===== config.mk =====
export PLATFORM = sky130hd
export DESIGN_NAME = spi_regbridge_top
export DESIGN_NICKNAME = d
export VERILOG_FILES = /design/src/spi_regbridge_pkg.sv /design/src/spi_cmd_decode.sv /design/src/spi_frame_rx.sv /design/src/spi_reg_file.sv /design/src/spi_regbridge_top.sv /design/src/spi_resp_tx.sv
export SDC_FILE = /design/constraint.sdc
export NUM_CORES = 1
export LEC_CHECK = 0
export ABC_AREA = 1
export BUFFER_PORTS_ARGS = -buffer_cell sky130_fd_sc_hd__buf_2
export CORE_MARGIN = 2
export CORE_UTILIZATION = 50
export CTS_CLUSTER_SIZE = 40
export DETAILED_ROUTE_END_ITERATION = 10
export PLACE_DENSITY = 0.67
export REMOVE_ABC_BUFFERS = 1
export SYNTH_ARGS = -nofsm -noshare
export SYNTH_HDL_FRONTEND = slang
export SYNTH_SLANG_ARGS = --single-unit

===== constraint.sdc =====
create_clock -name w_clk -period 3.5 [get_ports w_clk]
set_input_delay 0.525 -clock w_clk [delete_from_list [all_inputs] [get_ports w_clk]]
set_output_delay 0.525 -clock w_clk [all_outputs]
set_load 0.01 [all_outputs]

===== src/spi_regbridge_pkg.sv =====
// shared definitions for the spi register bridge
// widths, register word indices, hardware id
// opcode and decoder state enums

package spi_regbridge_pkg;

    // data path widths
    localparam int DATA_W     = 32;
    localparam int CMD_W      = 8;
    localparam int ADDR_W     = 6;
    localparam int GPIO_W     = 16;

    // command byte plus data word
    localparam int FRAME_BITS = CMD_W + DATA_W;
    localparam int BITCNT_W   = $clog2(FRAME_BITS + 1);

    // register map, word indices
    localparam logic [ADDR_W-1:0] REG_HWID      = 6'd0;
    localparam logic [ADDR_W-1:0] REG_SCRATCH0  = 6'd1;
    localparam logic [ADDR_W-1:0] REG_SCRATCH1  = 6'd2;
    localparam logic [ADDR_W-1:0] REG_SCRATCH2  = 6'd3;
    localparam logic [ADDR_W-1:0] REG_UART_CTRL = 6'd4;
    localparam logic [ADDR_W-1:0] REG_GPIO      = 6'd5;
    localparam logic [ADDR_W-1:0] REG_GPIO_DIR  = 6'd6;

    localparam logic [DATA_W-1:0] HWID_VALUE = 32'hCAFECAFE;

    // bit 7 of the command byte
    typedef enum logic {
        OP_READ  = 1'b0,
        OP_WRITE = 1'b1
    } spi_op_e;

    typedef enum logic [1:0] {
        ST_CMD    = 2'd0,  // waiting for command byte
        ST_RDWAIT = 2'd1,  // read request outstanding
        ST_WDATA  = 2'd2,  // waiting for write data word
        ST_DONE   = 2'd3   // idle until CSN rises
    } decode_state_e;

endpackage


===== src/spi_cmd_decode.sv =====
// command decoder
// frame FSM that turns the command byte and data word
// into requests on the valid/ready request channel

module spi_cmd_decode (
    input  logic                                 w_clk,
    input  logic                                 i_nrst,
    input  logic                                 i_frame_start,
    input  logic                                 i_frame_end,
    input  logic                                 i_cmd_valid,
    input  logic [spi_regbridge_pkg::CMD_W-1:0]  i_cmd,
    input  logic                                 i_word_valid,
    input  logic [spi_regbridge_pkg::DATA_W-1:0] i_word,
    input  logic                                 i_req_ready,
    output logic                                 o_req_valid,
    output logic                                 o_req_write,
    output logic [spi_regbridge_pkg::ADDR_W-1:0] o_req_addr,
    output logic [spi_regbridge_pkg::DATA_W-1:0] o_req_wdata
);
    import spi_regbridge_pkg::*;

    decode_state_e state;
    spi_op_e       op_q;
    spi_op_e       cmd_op;
    logic          req_fire;

    assign cmd_op   = spi_op_e'(i_cmd[CMD_W-1]);
    assign req_fire = o_req_valid & i_req_ready;

    always_ff @(posedge w_clk or negedge i_nrst) begin
        if (!i_nrst) begin
            state       <= ST_CMD;
            op_q        <= OP_READ;
            o_req_valid <= 1'b0;
        end else if (i_frame_start || i_frame_end) begin
            state       <= ST_CMD;
            o_req_valid <= 1'b0;  // drop a request not yet taken
        end else begin
            case (state)
                ST_CMD: begin
                    if (i_cmd_valid) begin
                        op_q <= cmd_op;
                        if (cmd_op == OP_READ) begin
                            o_req_valid <= 1'b1;
                            state       <= ST_RDWAIT;
                        end else begin
                            state <= ST_WDATA;
                        end
                    end
                end
                ST_RDWAIT: begin
                    if (req_fire) begin
                        o_req_valid <= 1'b0;
                        state       <= ST_DONE;
                    end
                end
                ST_WDATA: begin
                    if (i_word_valid) begin
                        o_req_valid <= 1'b1;  // write goes out once the word is in
                        state       <= ST_DONE;
                    end
                end
                ST_DONE: begin
                    if (req_fire) begin
                        o_req_valid <= 1'b0;
                    end
                end
                default: state <= ST_CMD;
            endcase
        end
    end

    always_ff @(posedge w_clk) begin
        if ((state == ST_CMD) && i_cmd_valid) begin
            o_req_addr <= i_cmd[ADDR_W-1:0];  // bit 6 unused
        end
        if ((state == ST_WDATA) && i_word_valid) begin
            o_req_wdata <= i_word;
        end
    end

    assign o_req_write = (op_q == OP_WRITE);

endmodule


===== src/spi_frame_rx.sv =====
// spi frame receiver
// two-flop pin synchronizers, SCLK and CSN edge detection,
// deserializer for the command byte and the data word

module spi_frame_rx (
    input  logic                                 w_clk,
    input  logic                                 i_nrst,
    input  logic                                 i_csn,
    input  logic                                 i_sclk,
    input  logic                                 i_mosi,
    output logic                                 o_frame_start,
    output logic                                 o_frame_end,
    output logic                                 o_cmd_valid,
    output logic [spi_regbridge_pkg::CMD_W-1:0]  o_cmd,
    output logic                                 o_word_valid,
    output logic [spi_regbridge_pkg::DATA_W-1:0] o_word,
    output logic                                 o_sclk_fall
);
    import spi_regbridge_pkg::*;

    logic [1:0]          csn_sync;   // bit 1 is the synchronized value
    logic [1:0]          sclk_sync;
    logic [1:0]          mosi_sync;
    logic                csn_d;
    logic                sclk_d;
    logic                csn_fall;
    logic                csn_rise;
    logic                sclk_rise;
    logic                sclk_fall;
    logic [BITCNT_W-1:0] bit_cnt;
    logic [DATA_W-1:0]   shift_q;

    always_ff @(posedge w_clk or negedge i_nrst) begin
        if (!i_nrst) begin
            csn_sync  <= 2'b11;  // deselected
            sclk_sync <= 2'b00;
            mosi_sync <= 2'b00;
            csn_d     <= 1'b1;
            sclk_d    <= 1'b0;
        end else begin
            csn_sync  <= {csn_sync[0], i_csn};
            sclk_sync <= {sclk_sync[0], i_sclk};
            mosi_sync <= {mosi_sync[0], i_mosi};
            csn_d     <= csn_sync[1];
            sclk_d    <= sclk_sync[1];
        end
    end

    assign csn_fall  = ~csn_sync[1] & csn_d;
    assign csn_rise  = csn_sync[1] & ~csn_d;
    // sclk edges only count inside a frame
    assign sclk_rise = sclk_sync[1] & ~sclk_d & ~csn_sync[1];
    assign sclk_fall = ~sclk_sync[1] & sclk_d & ~csn_sync[1];

    always_ff @(posedge w_clk or negedge i_nrst) begin
        if (!i_nrst) begin
            bit_cnt       <= '0;
            o_frame_start <= 1'b0;
            o_frame_end   <= 1'b0;
            o_cmd_valid   <= 1'b0;
            o_word_valid  <= 1'b0;
            o_sclk_fall   <= 1'b0;
        end else begin
            o_frame_start <= csn_fall;
            o_frame_end   <= csn_rise;
            o_sclk_fall   <= sclk_fall;
            o_cmd_valid   <= sclk_rise && (bit_cnt == BITCNT_W'(CMD_W - 1));
            o_word_valid  <= sclk_rise && (bit_cnt == BITCNT_W'(FRAME_BITS - 1));
            if (csn_fall) begin
                bit_cnt <= '0;
            end else if (sclk_rise && (bit_cnt != BITCNT_W'(FRAME_BITS))) begin
                bit_cnt <= bit_cnt + 1'b1;  // saturates after the data word
            end
        end
    end

    // msb first, so the newest bit enters at the bottom
    always_ff @(posedge w_clk) begin
        if (sclk_rise) begin
            shift_q <= {shift_q[DATA_W-2:0], mosi_sync[1]};
        end
    end

    assign o_cmd  = shift_q[CMD_W-1:0];  // valid with o_cmd_valid
    assign o_word = shift_q;             // valid with o_word_valid

endmodule


===== src/spi_reg_file.sv =====
// register file behind the request channel
// hwid, scratch, uart control, gpio and gpio direction
// one-entry response slot on the response channel

module spi_reg_file (
    input  logic                                 w_clk,
    input  logic                                 i_nrst,
    input  logic                                 i_req_valid,
    input  logic                                 i_req_write,
    input  logic [spi_regbridge_pkg::ADDR_W-1:0] i_req_addr,
    input  logic [spi_regbridge_pkg::DATA_W-1:0] i_req_wdata,
    input  logic                                 i_resp_ready,
    input  logic [spi_regbridge_pkg::GPIO_W-1:0] i_gpio_in,
    output logic                                 o_req_ready,
    output logic                                 o_resp_valid,
    output logic [spi_regbridge_pkg::DATA_W-1:0] o_resp_rdata,
    output logic                                 o_uart_loopback,
    output logic [spi_regbridge_pkg::GPIO_W-1:0] o_gpio_out,
    output logic [spi_regbridge_pkg::GPIO_W-1:0] o_gpio_oe
);
    import spi_regbridge_pkg::*;

    logic [DATA_W-1:0] scratch0_q;
    logic [DATA_W-1:0] scratch1_q;
    logic [DATA_W-1:0] scratch2_q;
    logic              uart_lb_q;
    logic [GPIO_W-1:0] gpio_out_q;
    logic [GPIO_W-1:0] gpio_dir_q;
    logic [DATA_W-1:0] rd_val;
    logic              req_fire;
    logic              wr_en;

    // slot frees up in the same cycle it is drained
    assign o_req_ready = ~o_resp_valid | i_resp_ready;
    assign req_fire    = i_req_valid & o_req_ready;
    assign wr_en       = req_fire & i_req_write;

    // read mux, also gives the old value for write responses
    always_comb begin
        rd_val = '0;
        case (i_req_addr)
            REG_HWID:      rd_val = HWID_VALUE;
            REG_SCRATCH0:  rd_val = scratch0_q;
            REG_SCRATCH1:  rd_val = scratch1_q;
            REG_SCRATCH2:  rd_val = scratch2_q;
            REG_UART_CTRL: rd_val[0] = uart_lb_q;
            REG_GPIO:      rd_val[GPIO_W-1:0] = i_gpio_in;  // pins, not the out reg
            REG_GPIO_DIR:  rd_val[GPIO_W-1:0] = gpio_dir_q;
            default:       rd_val = '0;
        endcase
    end

    always_ff @(posedge w_clk or negedge i_nrst) begin
        if (!i_nrst) begin
            scratch0_q <= '0;
            scratch1_q <= '0;
            scratch2_q <= '0;
            uart_lb_q  <= 1'b0;
            gpio_out_q <= '0;
            gpio_dir_q <= '0;
        end else if (wr_en) begin
            case (i_req_addr)
                REG_SCRATCH0:  scratch0_q <= i_req_wdata;
                REG_SCRATCH1:  scratch1_q <= i_req_wdata;
                REG_SCRATCH2:  scratch2_q <= i_req_wdata;
                REG_UART_CTRL: uart_lb_q  <= i_req_wdata[0];
                REG_GPIO:      gpio_out_q <= i_req_wdata[GPIO_W-1:0];
                REG_GPIO_DIR:  gpio_dir_q <= i_req_wdata[GPIO_W-1:0];
                default: begin
                    // hwid and unmapped indices ignore writes
                end
            endcase
        end
    end

    // response slot
    always_ff @(posedge w_clk or negedge i_nrst) begin
        if (!i_nrst) begin
            o_resp_valid <= 1'b0;
        end else if (req_fire) begin
            o_resp_valid <= 1'b1;
        end else if (i_resp_ready) begin
            o_resp_valid <= 1'b0;
        end
    end

    always_ff @(posedge w_clk) begin
        if (req_fire) begin
            o_resp_rdata <= rd_val;
        end
    end

    assign o_uart_loopback = uart_lb_q;
    assign o_gpio_out      = gpio_out_q;
    assign o_gpio_oe       = gpio_dir_q;

endmodule


===== src/spi_regbridge_top.sv =====
// spi register bridge top level
// frame receiver -> command decoder -> register file -> response shifter

module spi_regbridge_top (
    input  logic                                 w_clk,
    input  logic                                 i_nrst,
    input  logic                                 i_csn,
    input  logic                                 i_sclk,
    input  logic                                 i_mosi,
    input  logic [spi_regbridge_pkg::GPIO_W-1:0] i_gpio_in,
    output logic                                 o_miso,
    output logic                                 o_uart_loopback,
    output logic [spi_regbridge_pkg::GPIO_W-1:0] o_gpio_out,
    output logic [spi_regbridge_pkg::GPIO_W-1:0] o_gpio_oe
);
    import spi_regbridge_pkg::*;

    // receiver to decoder pulses
    logic              w_frame_start;
    logic              w_frame_end;
    logic              w_cmd_valid;
    logic [CMD_W-1:0]  w_cmd;
    logic              w_word_valid;
    logic [DATA_W-1:0] w_word;
    logic              w_sclk_fall;

    // request channel
    logic              w_req_valid;
    logic              w_req_write;
    logic [ADDR_W-1:0] w_req_addr;
    logic [DATA_W-1:0] w_req_wdata;
    logic              w_req_ready;

    // response channel
    logic              w_resp_valid;
    logic [DATA_W-1:0] w_resp_rdata;
    logic              w_resp_ready;

    spi_frame_rx u_frame_rx (
        .w_clk         (w_clk),
        .i_nrst        (i_nrst),
        .i_csn         (i_csn),
        .i_sclk        (i_sclk),
        .i_mosi        (i_mosi),
        .o_frame_start (w_frame_start),
        .o_frame_end   (w_frame_end),
        .o_cmd_valid   (w_cmd_valid),
        .o_cmd         (w_cmd),
        .o_word_valid  (w_word_valid),
        .o_word        (w_word),
        .o_sclk_fall   (w_sclk_fall)
    );

    spi_cmd_decode u_cmd_decode (
        .w_clk         (w_clk),
        .i_nrst        (i_nrst),
        .i_frame_start (w_frame_start),
        .i_frame_end   (w_frame_end),
        .i_cmd_valid   (w_cmd_valid),
        .i_cmd         (w_cmd),
        .i_word_valid  (w_word_valid),
        .i_word        (w_word),
        .i_req_ready   (w_req_ready),
        .o_req_valid   (w_req_valid),
        .o_req_write   (w_req_write),
        .o_req_addr    (w_req_addr),
        .o_req_wdata   (w_req_wdata)
    );

    spi_reg_file u_reg_file (
        .w_clk           (w_clk),
        .i_nrst          (i_nrst),
        .i_req_valid     (w_req_valid),
        .i_req_write     (w_req_write),
        .i_req_addr      (w_req_addr),
        .i_req_wdata     (w_req_wdata),
        .i_resp_ready    (w_resp_ready),
        .i_gpio_in       (i_gpio_in),
        .o_req_ready     (w_req_ready),
        .o_resp_valid    (w_resp_valid),
        .o_resp_rdata    (w_resp_rdata),
        .o_uart_loopback (o_uart_loopback),
        .o_gpio_out      (o_gpio_out),
        .o_gpio_oe       (o_gpio_oe)
    );

    spi_resp_tx u_resp_tx (
        .w_clk         (w_clk),
        .i_nrst        (i_nrst),
        .i_frame_start (w_frame_start),
        .i_sclk_fall   (w_sclk_fall),
        .i_resp_valid  (w_resp_valid),
        .i_resp_rdata  (w_resp_rdata),
        .o_resp_ready  (w_resp_ready),
        .o_miso        (o_miso)
    );

endmodule


===== src/spi_resp_tx.sv =====
// response shifter
// takes responses off the response channel and shifts read
// data out on MISO, one bit per SCLK fall, msb first

module spi_resp_tx (
    input  logic                                 w_clk,
    input  logic                                 i_nrst,
    input  logic                                 i_frame_start,
    input  logic                                 i_sclk_fall,
    input  logic                                 i_resp_valid,
    input  logic [spi_regbridge_pkg::DATA_W-1:0] i_resp_rdata,
    output logic                                 o_resp_ready,
    output logic                                 o_miso
);
    import spi_regbridge_pkg::*;

    logic [DATA_W-1:0]   shift_q;
    logic [BITCNT_W-1:0] bits_left;  // nonzero while a word is loaded
    logic [BITCNT_W-1:0] fall_cnt;   // SCLK falls seen in this frame
    logic                in_data;
    logic                shift_en;
    logic                resp_fire;

    assign o_resp_ready = (bits_left == '0);
    assign resp_fire    = i_resp_valid & o_resp_ready;

    // the fall after the 8th rise carries the first data bit
    assign in_data  = (fall_cnt >= BITCNT_W'(CMD_W - 1)) &&
                      (fall_cnt < BITCNT_W'(FRAME_BITS - 1));
    assign shift_en = i_sclk_fall & in_data & (bits_left != '0);

    always_ff @(posedge w_clk or negedge i_nrst) begin
        if (!i_nrst) begin
            bits_left <= '0;
            fall_cnt  <= '0;
            o_miso    <= 1'b0;
        end else if (i_frame_start) begin
            bits_left <= '0;
            fall_cnt  <= '0;
            o_miso    <= 1'b0;
        end else begin
            if (resp_fire) begin
                bits_left <= BITCNT_W'(DATA_W);
            end else if (shift_en) begin
                bits_left <= bits_left - 1'b1;
            end
            if (i_sclk_fall && (fall_cnt != BITCNT_W'(FRAME_BITS))) begin
                fall_cnt <= fall_cnt + 1'b1;
            end
            if (i_sclk_fall) begin
                o_miso <= shift_en ? shift_q[DATA_W-1] : 1'b0;  // idle low
            end
        end
    end

    always_ff @(posedge w_clk) begin
        if (resp_fire) begin
            shift_q <= i_resp_rdata;
        end else if (shift_en) begin
            shift_q <= {shift_q[DATA_W-2:0], 1'b0};
        end
    end

endmodule


# Word-level counts from Yosys, hierarchy flattened

Index checks and enable logic that the tools add are counted.

Multiplexer cells: 29
Add/sub/neg operators: 3
Order comparisons: 2
Bitwise logic cells: 18
Equal/unequal tests: 18
Reductions and logical operators: 29

Operators with widths:

| cell                  | count |
|---|---|
| $pmux W15 S6          | 1 |
| $mux W32              | 2 |
| $pmux W16 S4          | 1 |
| $mux W6               | 7 |
| $eq A6 B3 Y1 const B  | 4 |
| $add A6 B1 Y6 const B | 2 |
| $eq A6 B2 Y1 const B  | 2 |
| $logic_not A6 Y1      | 2 |
| $ne A6 B6 Y1 const B  | 2 |
| $reduce_and A2 Y1     | 6 |
| $and A1 B1 Y1         | 11 |
| $mux W1               | 10 |
| $mux W2               | 5 |
| $reduce_bool A2 Y1    | 5 |
| $ne A3 B2 Y1 const B  | 3 |
| $reduce_and A4 Y1     | 2 |
| $logic_and A1 B1 Y1   | 7 |
| $eq A6 B1 Y1 const B  | 1 |
| $eq A6 B6 Y1 const B  | 1 |
| $ge A6 B3 Y1 const B  | 1 |
| $lt A6 B6 Y1 const B  | 1 |
| $ne A3 B1 Y1 const B  | 2 |
| $not A1 Y1            | 6 |
| $pmux W1 S6           | 1 |
| other kinds (13)      | 14 |

Output and inout bits: 34
Register bits: 300

# Depth between registers and ports, before layout

Gate-level depths: netlist of run 1.

Word-level depth: 7
Depth in mapped cells: 10
Depth with buffers taken out: 9

# Hierarchy

Synthesis of run 1 repeated with hierarchy kept, for this count alone.

Cells, all modules: 1212
Area, all modules: 12415.7 µm²

By module, submodules not included:

| module         | area an instance (µm²) | cells an instance | sequential area each (µm²) | times used |
|---|---|---|---|---|
| spi_reg_file   | 6909.1                 | 760               | 4214.0                     | 1 |
| spi_resp_tx    | 2225.9                 | 244               | 1286.2                     | 1 |
| spi_frame_rx   | 1784.2                 | 116               | 1440.1                     | 1 |
| spi_cmd_decode | 1496.4                 | 92                | 1241.2                     | 1 |

# Worst setup path after synthesis of run 1

OpenSTA, ideal clock, no wires.

Path kind: reg-to-reg
From: register u_frame_rx.sclk_d
To: register u_frame_rx.bit_cnt[4]
Period minus slack after synthesis: 2625 ps
Required time: 3377 ps
Slack: 875 ps
Setup time: 123 ps
Stages on the path, launching flop included: 7
Arrival time: 2501 ps
Cell sequence: dfrtp_1 -> inv_1 -> nand2_1 -> nor2_1 -> nand3_1 -> o21ai_0 -> nor2_1

Word-level cells in the longest chain between the ends: 5

Ends and longest elaborated chain:

| element                      | line               | RTL |
|---|---|---|
| from (decl)                  | spi_frame_rx.sv:25 | `logic sclk_d;` |
| from (signal assigned)       | spi_frame_rx.sv:45 | `sclk_d <= sclk_sync[1];` |
| $not A1 Y1                   | spi_frame_rx.sv:52 | `assign sclk_rise = sclk_sync[1] & ~sclk_d & ~csn_sync[1];` |
| $and A1 B1 Y1 (2 in a row)   | spi_frame_rx.sv:52 |  |
| via u_frame_rx.sclk_rise     | spi_frame_rx.sv:28 | `logic sclk_rise;` |
| $logic_and A1 B1 Y1          | spi_frame_rx.sv:71 | `end else if (sclk_rise && (bit_cnt != BITCNT_W'(FRAME_BITS))) begin` |
| $reduce_bool A2 Y1 (no line) | n/a                |  |
| to (signal assigned)         | spi_frame_rx.sv:72 | `bit_cnt <= bit_cnt + 1'b1;` |
| to (decl)                    | spi_frame_rx.sv:30 | `logic [BITCNT_W-1:0] bit_cnt;` |

The timed path passes the listed nets, and every way through them passes these cells.
A chain may end at the register's enable or synchronous reset.

# Final worst setup path of run 1

From: register u_resp_tx.bits_left[0]
To: register u_reg_file.scratch2_q[4]

Word-level cells in the longest chain between the ends: 5

Ends and longest elaborated chain:

| element                     | line               | RTL |
|---|---|---|
| from (decl)                 | spi_resp_tx.sv:18  | `logic [BITCNT_W-1:0] bits_left;` |
| from (signal assigned)      | spi_resp_tx.sv:43  | `bits_left <= BITCNT_W'(DATA_W);` |
| from (signal assigned)      | spi_resp_tx.sv:45  | `bits_left <= bits_left - 1'b1;` |
| $logic_not A6 Y1            | spi_resp_tx.sv:24  | `assign o_resp_ready = (bits_left == '0);` |
| $or A1 B1 Y1                | spi_reg_file.sv:34 | `assign o_req_ready = ~o_resp_valid \| i_resp_ready;` |
| $and A1 B1 Y1               | spi_reg_file.sv:35 | `assign req_fire = i_req_valid & o_req_ready;` |
| $and A1 B1 Y1               | spi_reg_file.sv:36 | `assign wr_en = req_fire & i_req_write;` |
| $reduce_and A2 Y1 (no line) | n/a                |  |
| to (signal assigned)        | spi_reg_file.sv:65 | `REG_SCRATCH2: scratch2_q <= i_req_wdata;` |
| to (decl)                   | spi_reg_file.sv:25 | `logic [DATA_W-1:0] scratch2_q;` |

Every way passes these cells.

==> impl_metrics.json, run 1 <==
{
  "drc": 0,
  "final_cell_area_mm2": 0.0139,
  "relSlewSlack_pct": 34.3,
  "chipWidth_um": 161,
  "yosysWarnings": 0,
  "rsz0062_at_grt": "false",
  "setup_violations": 0,
  "gp_congestion": 0.837,
  "layout_min_cycle_time_ps": 2410,
  "arrival_ps": 2910,
  "setup_tns_ps": 0,
  "ant_nets": 0,
  "cts_htree_levels": 1,
  "placed_area_mm2": 0.0129,
  "outcome": "completed",
  "grt_max_degree": 96,
  "synth.yosys.seq_area_share_pct": 66.5,
  "crit_fanout": 95,
  "syn_to_final_growth_pct": 12.9,
  "fin_skew_ps": 26.3,
  "synth_top_area_share_pct": 33.1,
  "io_buffers": 54,
  "wire_per_inst_um": 16.5,
  "grt_overflow": 0,
  "route.vias.total": 8667,
  "nets": 1311,
  "grtUsageTotal_pct": 21.1,
  "hold_viol_final": 0,
  "avgViaCountPerCell": 5.33,
  "leakage_uw": 0.00654,
  "fin_hold_ws_ps": 55.7,
  "ir_drop_uv": 391,
  "min_path_type": "primary input to flop",
  "initial_utilization_pct": 50.7,
  "first_global_vias": 8345,
  "yosys.area.top_type": "dfrtp_1",
  "stdcell_count": 1627,
  "root_buffer": "clkbuf_16",
  "synth_edf_count": 134,
  "rr_worst_depth": 9,
  "cts.sinks": 300,
  "cts_tree": "done",
  "antenna_found_initial": 0,
  "synthTopCellsByCount": "497 x nand2_1, 163 x dfrtp_1, 159 x nand3_1, 134 x edfxtp_1, 43 x inv_1",
  "async_flop_share_pct": 55.3,
  "clock_latency_ps": 580,
  "dr.pass1.iters": 5,
  "core_area_mm2": 0.0242,
  "avgSynthCellArea_um2": 10.0,
  "path_class": "flop to flop",
  "wl_mm": 26.8,
  "min_delay_path_depth": 1,
  "io_pins": 55,
  "synth_seq_cells": 300,
  "dp_cells": 1570,
  "post_cts_buffers": 0,
  "maxCapViolations": 0,
  "required_ps": 4010,
  "final_max_slew_viol_count": 0,
  "diodes": 0,
  "layout-drive-gt1-share_pct": 10.7,
  "cts_hold_buf": 1,
  "post-synth-top-count-cell": "nand2_1",
  "clock.fmax_mhz": 416,
  "worst-slew-pin-transition_ps": 985,
  "syn_area_mm2": 0.0123,
  "crit_path_end_kind": "flop",
  "synth_cells": 1230,
  "clk_pin_slew_ps": 60,
  "grt_pass1_wl_mm": 43.8,
  "cts_resized": 0,
  "drt_first_iter_violations": 657,
  "dieArea_mm2": 0.0259,
  "yosys-top-cells-area": "dfrtp_1 33%, edfxtp_1 33%, nand2_1 15%, nand3_1 6.5%, a21oi_1 1.5%",
  "synth.distinct_cells": 31,
  "power_density_mw_per_mm2": 582,
  "crit_path_start_kind": "flop",
  "clockBufferDepth": 3,
  "synthFlopType": "dfrtp_1",
  "timing.final.crit_share_pct": 68.7,
  "hpwl_mm": 15.5,
  "chipHeight_um": 161,
  "cts_buffers": 30,
  "rows": 57
}
-- where the power goes --
| group | switching (uW) | internal, uW |
|---|---|---|
| logic | 564 | 243 |
| clock network | 1320 | 1800 |
| registers | 116 | 4040 |
| total | 2000 | 6080 |
-- critical path: stages, from the launching register on --
cell	delay (ps)
dfrtp_1	400
inv_1	140
ha_1	180
nand3_2	110
nand2_2	100
nand2_2	90
nor2_4	190
buf_4	750
nand3_1	180
nand2_1	130
-- layer usage --
metal / vias to the layer above / track usage, % / wire length, um / part of all wire [%]
met4: 0 / 5.93 / 663 / 2.5
li1: 4180 / - / - / -
met5: - / 0 / 0 / 0
met2: 299 / 34.4 / 12600 / 47
met3: 49 / 2.63 / 1510 / 5.6
met1: 4139 / 30.3 / 12100 / 45
-- kinds of logic after synthesis --
logic type,after synthesis,share of synthesized area (%)
AOI/OAI and AO/OA,68,3.00
adders and majority gates,11,1.12
and+or+nand+nor,746,25.6
DFF,300,66.5
buffers and inverters,104,3.76
xor gates and xnor gates,1,0.0712
-- worst paths after layout --
path                                         startpoint                    endpoint  slack (ps)
worst max register to register   u_resp_tx.bits_left[0]    u_reg_file.scratch2_q[4]        1090
worst min-delay path                             i_mosi     u_frame_rx.mosi_sync[0]          60
max in group asynchronous                        i_nrst      u_frame_rx.csn_sync[1]        2170
worst min register to register  u_frame_rx.sclk_sync[0]     u_frame_rx.sclk_sync[1]         350
worst max-delay path             u_resp_tx.bits_left[0]    u_reg_file.scratch2_q[4]        1090
min in group asynchronous                        i_nrst  u_reg_file.o_uart_loopback         480
-- layout by cell type (no fill, tap or decap), types with 4 or more instances in the layout --
master / count
nand2_1: 497
dfrtp_1: 163
nand3_1: 159
edfxtp_1: 134
buf_2: 53
inv_1: 42
a21oi_1: 38
nor2_1: 34
clkbuf_16: 30
nand4_1: 23
o21ai_0: 18
buf_4: 18
a22oi_1: 11
ha_1: 11
clkbuf_1: 10
and2_1: 9
clkinv_2: 7
nor3_1: 6
nor2_2: 4
nor2_4: 4
-- layout make-up --
cell class | count | area (um2)
Multi-Input combinational cell | 826 | 3700
Timing Repair Buffer | 75 | 462
Clock buffer | 43 | 830
Inverter | 46 | 173
Fill cell | 2106 | 10400
Sequential cell | 300 | 8180
Clock inverter | 13 | 141
Tap cell | 324 | 405
-- through the flow --
stage                     power [uW]  util, %  worst slack [ps]
final                           8080     57.3              1090
after global routing            8460     57.3               850
after CTS                       8170     57.3              1070
after global placement          5020     53.2              1160
after floorplan                 4760        -             -2290
after detailed placement        5040     53.2              1080
-- registers in the layout (all words and copies together) (netlist names), 2 cells and up --
signal	count
u_cmd_decode.o_req_wdata	32
u_reg_file.scratch1_q	32
u_frame_rx.csn_sync	2
u_frame_rx.sclk_sync	2
u_reg_file.o_gpio_out	16
u_cmd_decode.o_req_addr	6
u_reg_file.scratch0_q	32
u_reg_file.scratch2_q	32
u_resp_tx.bits_left	6
u_reg_file.o_resp_rdata	32
u_cmd_decode.state	2
u_reg_file.o_gpio_oe	16
u_frame_rx.mosi_sync	2
u_resp_tx.shift_q	32
u_resp_tx.fall_cnt	6
u_frame_rx.o_word	32
u_frame_rx.bit_cnt	6
(Power assumes the default switching activity.)
==> run 2: changes to the inputs <==
--- a/config.mk
+++ b/config.mk
@@ -5,7 +5,7 @@
 export SDC_FILE = /design/constraint.sdc
 export NUM_CORES = 1
 export LEC_CHECK = 0
-export ABC_AREA = 1
+export ABC_AREA = 0
 export BUFFER_PORTS_ARGS = -buffer_cell sky130_fd_sc_hd__buf_2
 export CORE_MARGIN = 2
 export CORE_UTILIZATION = 50
==> constraint.sdc (replaced) <==
create_clock -name w_clk -period 2.3 [get_ports w_clk]
set_input_delay 0.345 -clock w_clk [delete_from_list [all_inputs] [get_ports w_clk]]
set_output_delay 0.345 -clock w_clk [all_outputs]
set_load 0.01 [all_outputs]
==> impl_metrics.json, run 2 <==
{
  "outcome": "completed",
  "rr_worst_depth": 7,
  "root_buffer": "clkbuf_16",
  "dr.pass1.iters": 5,
  "first_global_vias": 7249,
  "nets": 902,
  "async_flop_share_pct": 55.3,
  "fin_skew_ps": 8.71,
  "maxCapViolations": 0,
  "crit_path_end_kind": "flop",
  "synth_edf_count": 134,
  "route.vias.total": 6863,
  "chipWidth_um": 160,
  "cp.depth": 7,
  "timing.final.crit_share_pct": 96.1,
  "post_cts_buffers": 0,
  "io_buffers": 54,
  "core_area_mm2": 0.0242,
  "hold_viol_final": 0,
  "critical_path_buf_inv_count": 2,
  "gp_congestion": 0.807,
  "startpoint": "u_resp_tx.bits_left[0]",
  "cp_slowest_cell": "or4_1",
  "worst-slew-pin-transition_ps": 1010,
  "rsz0062_at_grt": "false",
  "p_total_uw": 10600,
  "layout_commonest_cell": "dfrtp_1",
  "layout_common_cells": "163 x dfrtp_1, 145 x mux2_2, 134 x edfxtp_1",
  "synth.distinct_cells": 53,
  "clock.fmax_mhz": 452,
  "clockBufferDepth": 3,
  "wl_mm": 24.5,
  "cts_buffers": 31,
  "synth_cells": 782,
  "ant_nets": 0,
  "power_density_mw_per_mm2": 752,
  "required_ps": 2730,
  "diodes": 0,
  "layout-drive-gt1-share_pct": 34.7,
  "rows": 57,
  "grt_max_degree": 60,
  "initial_utilization_pct": 50.5,
  "cts_htree_levels": 1,
  "grtUsageTotal_pct": 19.6,
  "nFillCells": 1859,
  "leakage_uw": 0.00612,
  "post-synth-top-count-cell": "dfrtp_1",
  "crit_fanout": 6,
  "fin_hold_ws_ps": 106,
  "ir_drop_uv": 590,
  "setup_violations": 0,
  "synth_seq_cells": 300,
  "avgViaCountPerCell": 5.63,
  "drc": 0,
  "dieArea_mm2": 0.0257,
  "r2r_slack_ps": 90,
  "cts.sinks": 300,
  "arrival_ps": 2640,
  "clock_latency_ps": 540,
  "yosys.area.top_type": "dfrtp_1",
  "relSlewSlack_pct": 32.4,
  "synth_top_area_share_pct": 33.4,
  "final_max_slew_viol_count": 0,
  "critical-path-max-stage-delay_ps": 560,
  "synthFlopType": "dfrtp_1",
  "yosys-top-cells-area": "dfrtp_1 33%, edfxtp_1 33%, mux2_2 13%, mux2_4 2.5%, a221oi_1 1.6%",
  "crit_family": "simple AND/OR/NAND/NOR gates",
  "synth.yosys.seq_area_share_pct": 67.0,
  "antenna_found_initial": 0,
  "path_class": "flop to flop",
  "clk_pin_slew_ps": 60,
  "chipHeight_um": 160,
  "syn_area_mm2": 0.0122,
  "io_pins": 55,
  "hpwl_mm": 15.3,
  "grt_overflow": 0,
  "layout_min_cycle_time_ps": 2210,
  "drt_first_iter_violations": 492,
  "synthTopCellsByCount": "163 x dfrtp_1, 145 x mux2_2, 134 x edfxtp_1, 31 x nand2_1",
  "cts_tree": "done",
  "rr_endpoint": "u_cmd_decode.state[0]",
  "rr_startpoint": "u_resp_tx.bits_left[0]",
  "critical_path.cell_chain": "inv_1, ha_1, nor3b_2, buf_4, a311oi_1, or4_1, o221a_2",
  "avgSynthCellArea_um2": 15.6,
  "crit_path_start_kind": "flop",
  "yosysWarnings": 0,
  "min_path_type": "primary input to flop",
  "critPathCapture": "u_cmd_decode.state[0]",
  "wire_per_inst_um": 20.1,
  "grt_pass1_wl_mm": 39.8,
  "syn_to_final_growth_pct": 15.4
}
-- run 2: where the power goes --
part           switching, uW  internal [uW]
registers               32.2           5620
clock network           1990           2800
logic                    101           51.4
total                   2120           8470
-- run 2: tightest hold or removal path, delay by kind of cell --
family	cells	cell delay (ps)
AND/OR/NAND/NOR	1	60
AO/OA/AOI/OAI	1	60
buffers and inverters	1	80
-- run 2: cells by family (layout without fill, tap and decap cells) --
group	Yosys count	count (layout)	share of synthesized area, %
DFF	300	300	67.0
xor gates and xnor gates	8	8	0.574
adders and majority gates	11	11	1.13
muxes	186	186	17.6
AOI/OAI and AO/OA	92	92	5.45
and+or+nand+nor	125	125	5.92
buffers and inverters	60	172	2.29
-- run 2: repair_timing --
action | 4_1_cts | 5_1_grt
gates resized for setup | 0 | 0
hold buffers | 4 | 0
hold endpoints to repair | 53 | 0
-- run 2: through the flow --
stage / utilization [%] / setup TNS (ps) / cell area [um2] / instances / setup WS [ps]
4_1_cts: 58.2 / 0 / 14100 / 1218 / 97.2
3_3_place_gp: 54.0 / 0 / 13100 / 1157 / 166
5_1_grt: 58.2 / 0 / 14100 / 1218 / 3.45
2_1_floorplan: - / -140300 / 12000 / 748 / -1090
3_5_place_dp: 54.0 / 0 / 13100 / 1157 / 113
6_report: 58.2 / 0 / 14100 / 1218 / 88.7
-- run 2: worst min path at each step --
| stage | start | to | slack, ps | cells after the start |
|---|---|---|---|---|
| 2_1_floorplan | i_nrst | u_cmd_decode.o_req_valid | 50 | 0 |
| 3_3_place_gp | i_nrst | u_reg_file.o_gpio_oe[10] | 330 | 1 |
| 3_5_place_dp | i_nrst | u_reg_file.o_gpio_oe[9] | 340 | 1 |
| 4_1_cts | i_gpio_in[14] | u_reg_file.o_resp_rdata[14] | 90 | 3 |
| 5_1_grt | i_gpio_in[5] | u_reg_file.o_resp_rdata[5] | 120 | 3 |
| 6_report | i_gpio_in[14] | u_reg_file.o_resp_rdata[14] | 110 | 3 |
-- run 2: layout make-up --
type | count | area (um2) | area share [%]
sequential | 300 | 8180 | 58.1
multi-input combinational | 422 | 3750 | 26.7
clock buffer | 43 | 851 | 6.04
timing repair buffer | 89 | 662 | 4.70
tap | 324 | 405 | 2.88
clock inverter | 14 | 131 | 0.933
inverter | 26 | 97.6 | 0.693
-- run 2: layer usage --
layer / routed length [um] / share of wire [%] / global-route usage (%) / vias up
li1: - / - / - / 3080
met2: 12000 / 49 / 32.8 / 180
met1: 11100 / 45 / 27.6 / 3561
met3: 1060 / 4.3 / 2.65 / 42
met5: 0 / 0 / 0 / -
met4: 447 / 1.8 / 4.42 / 0
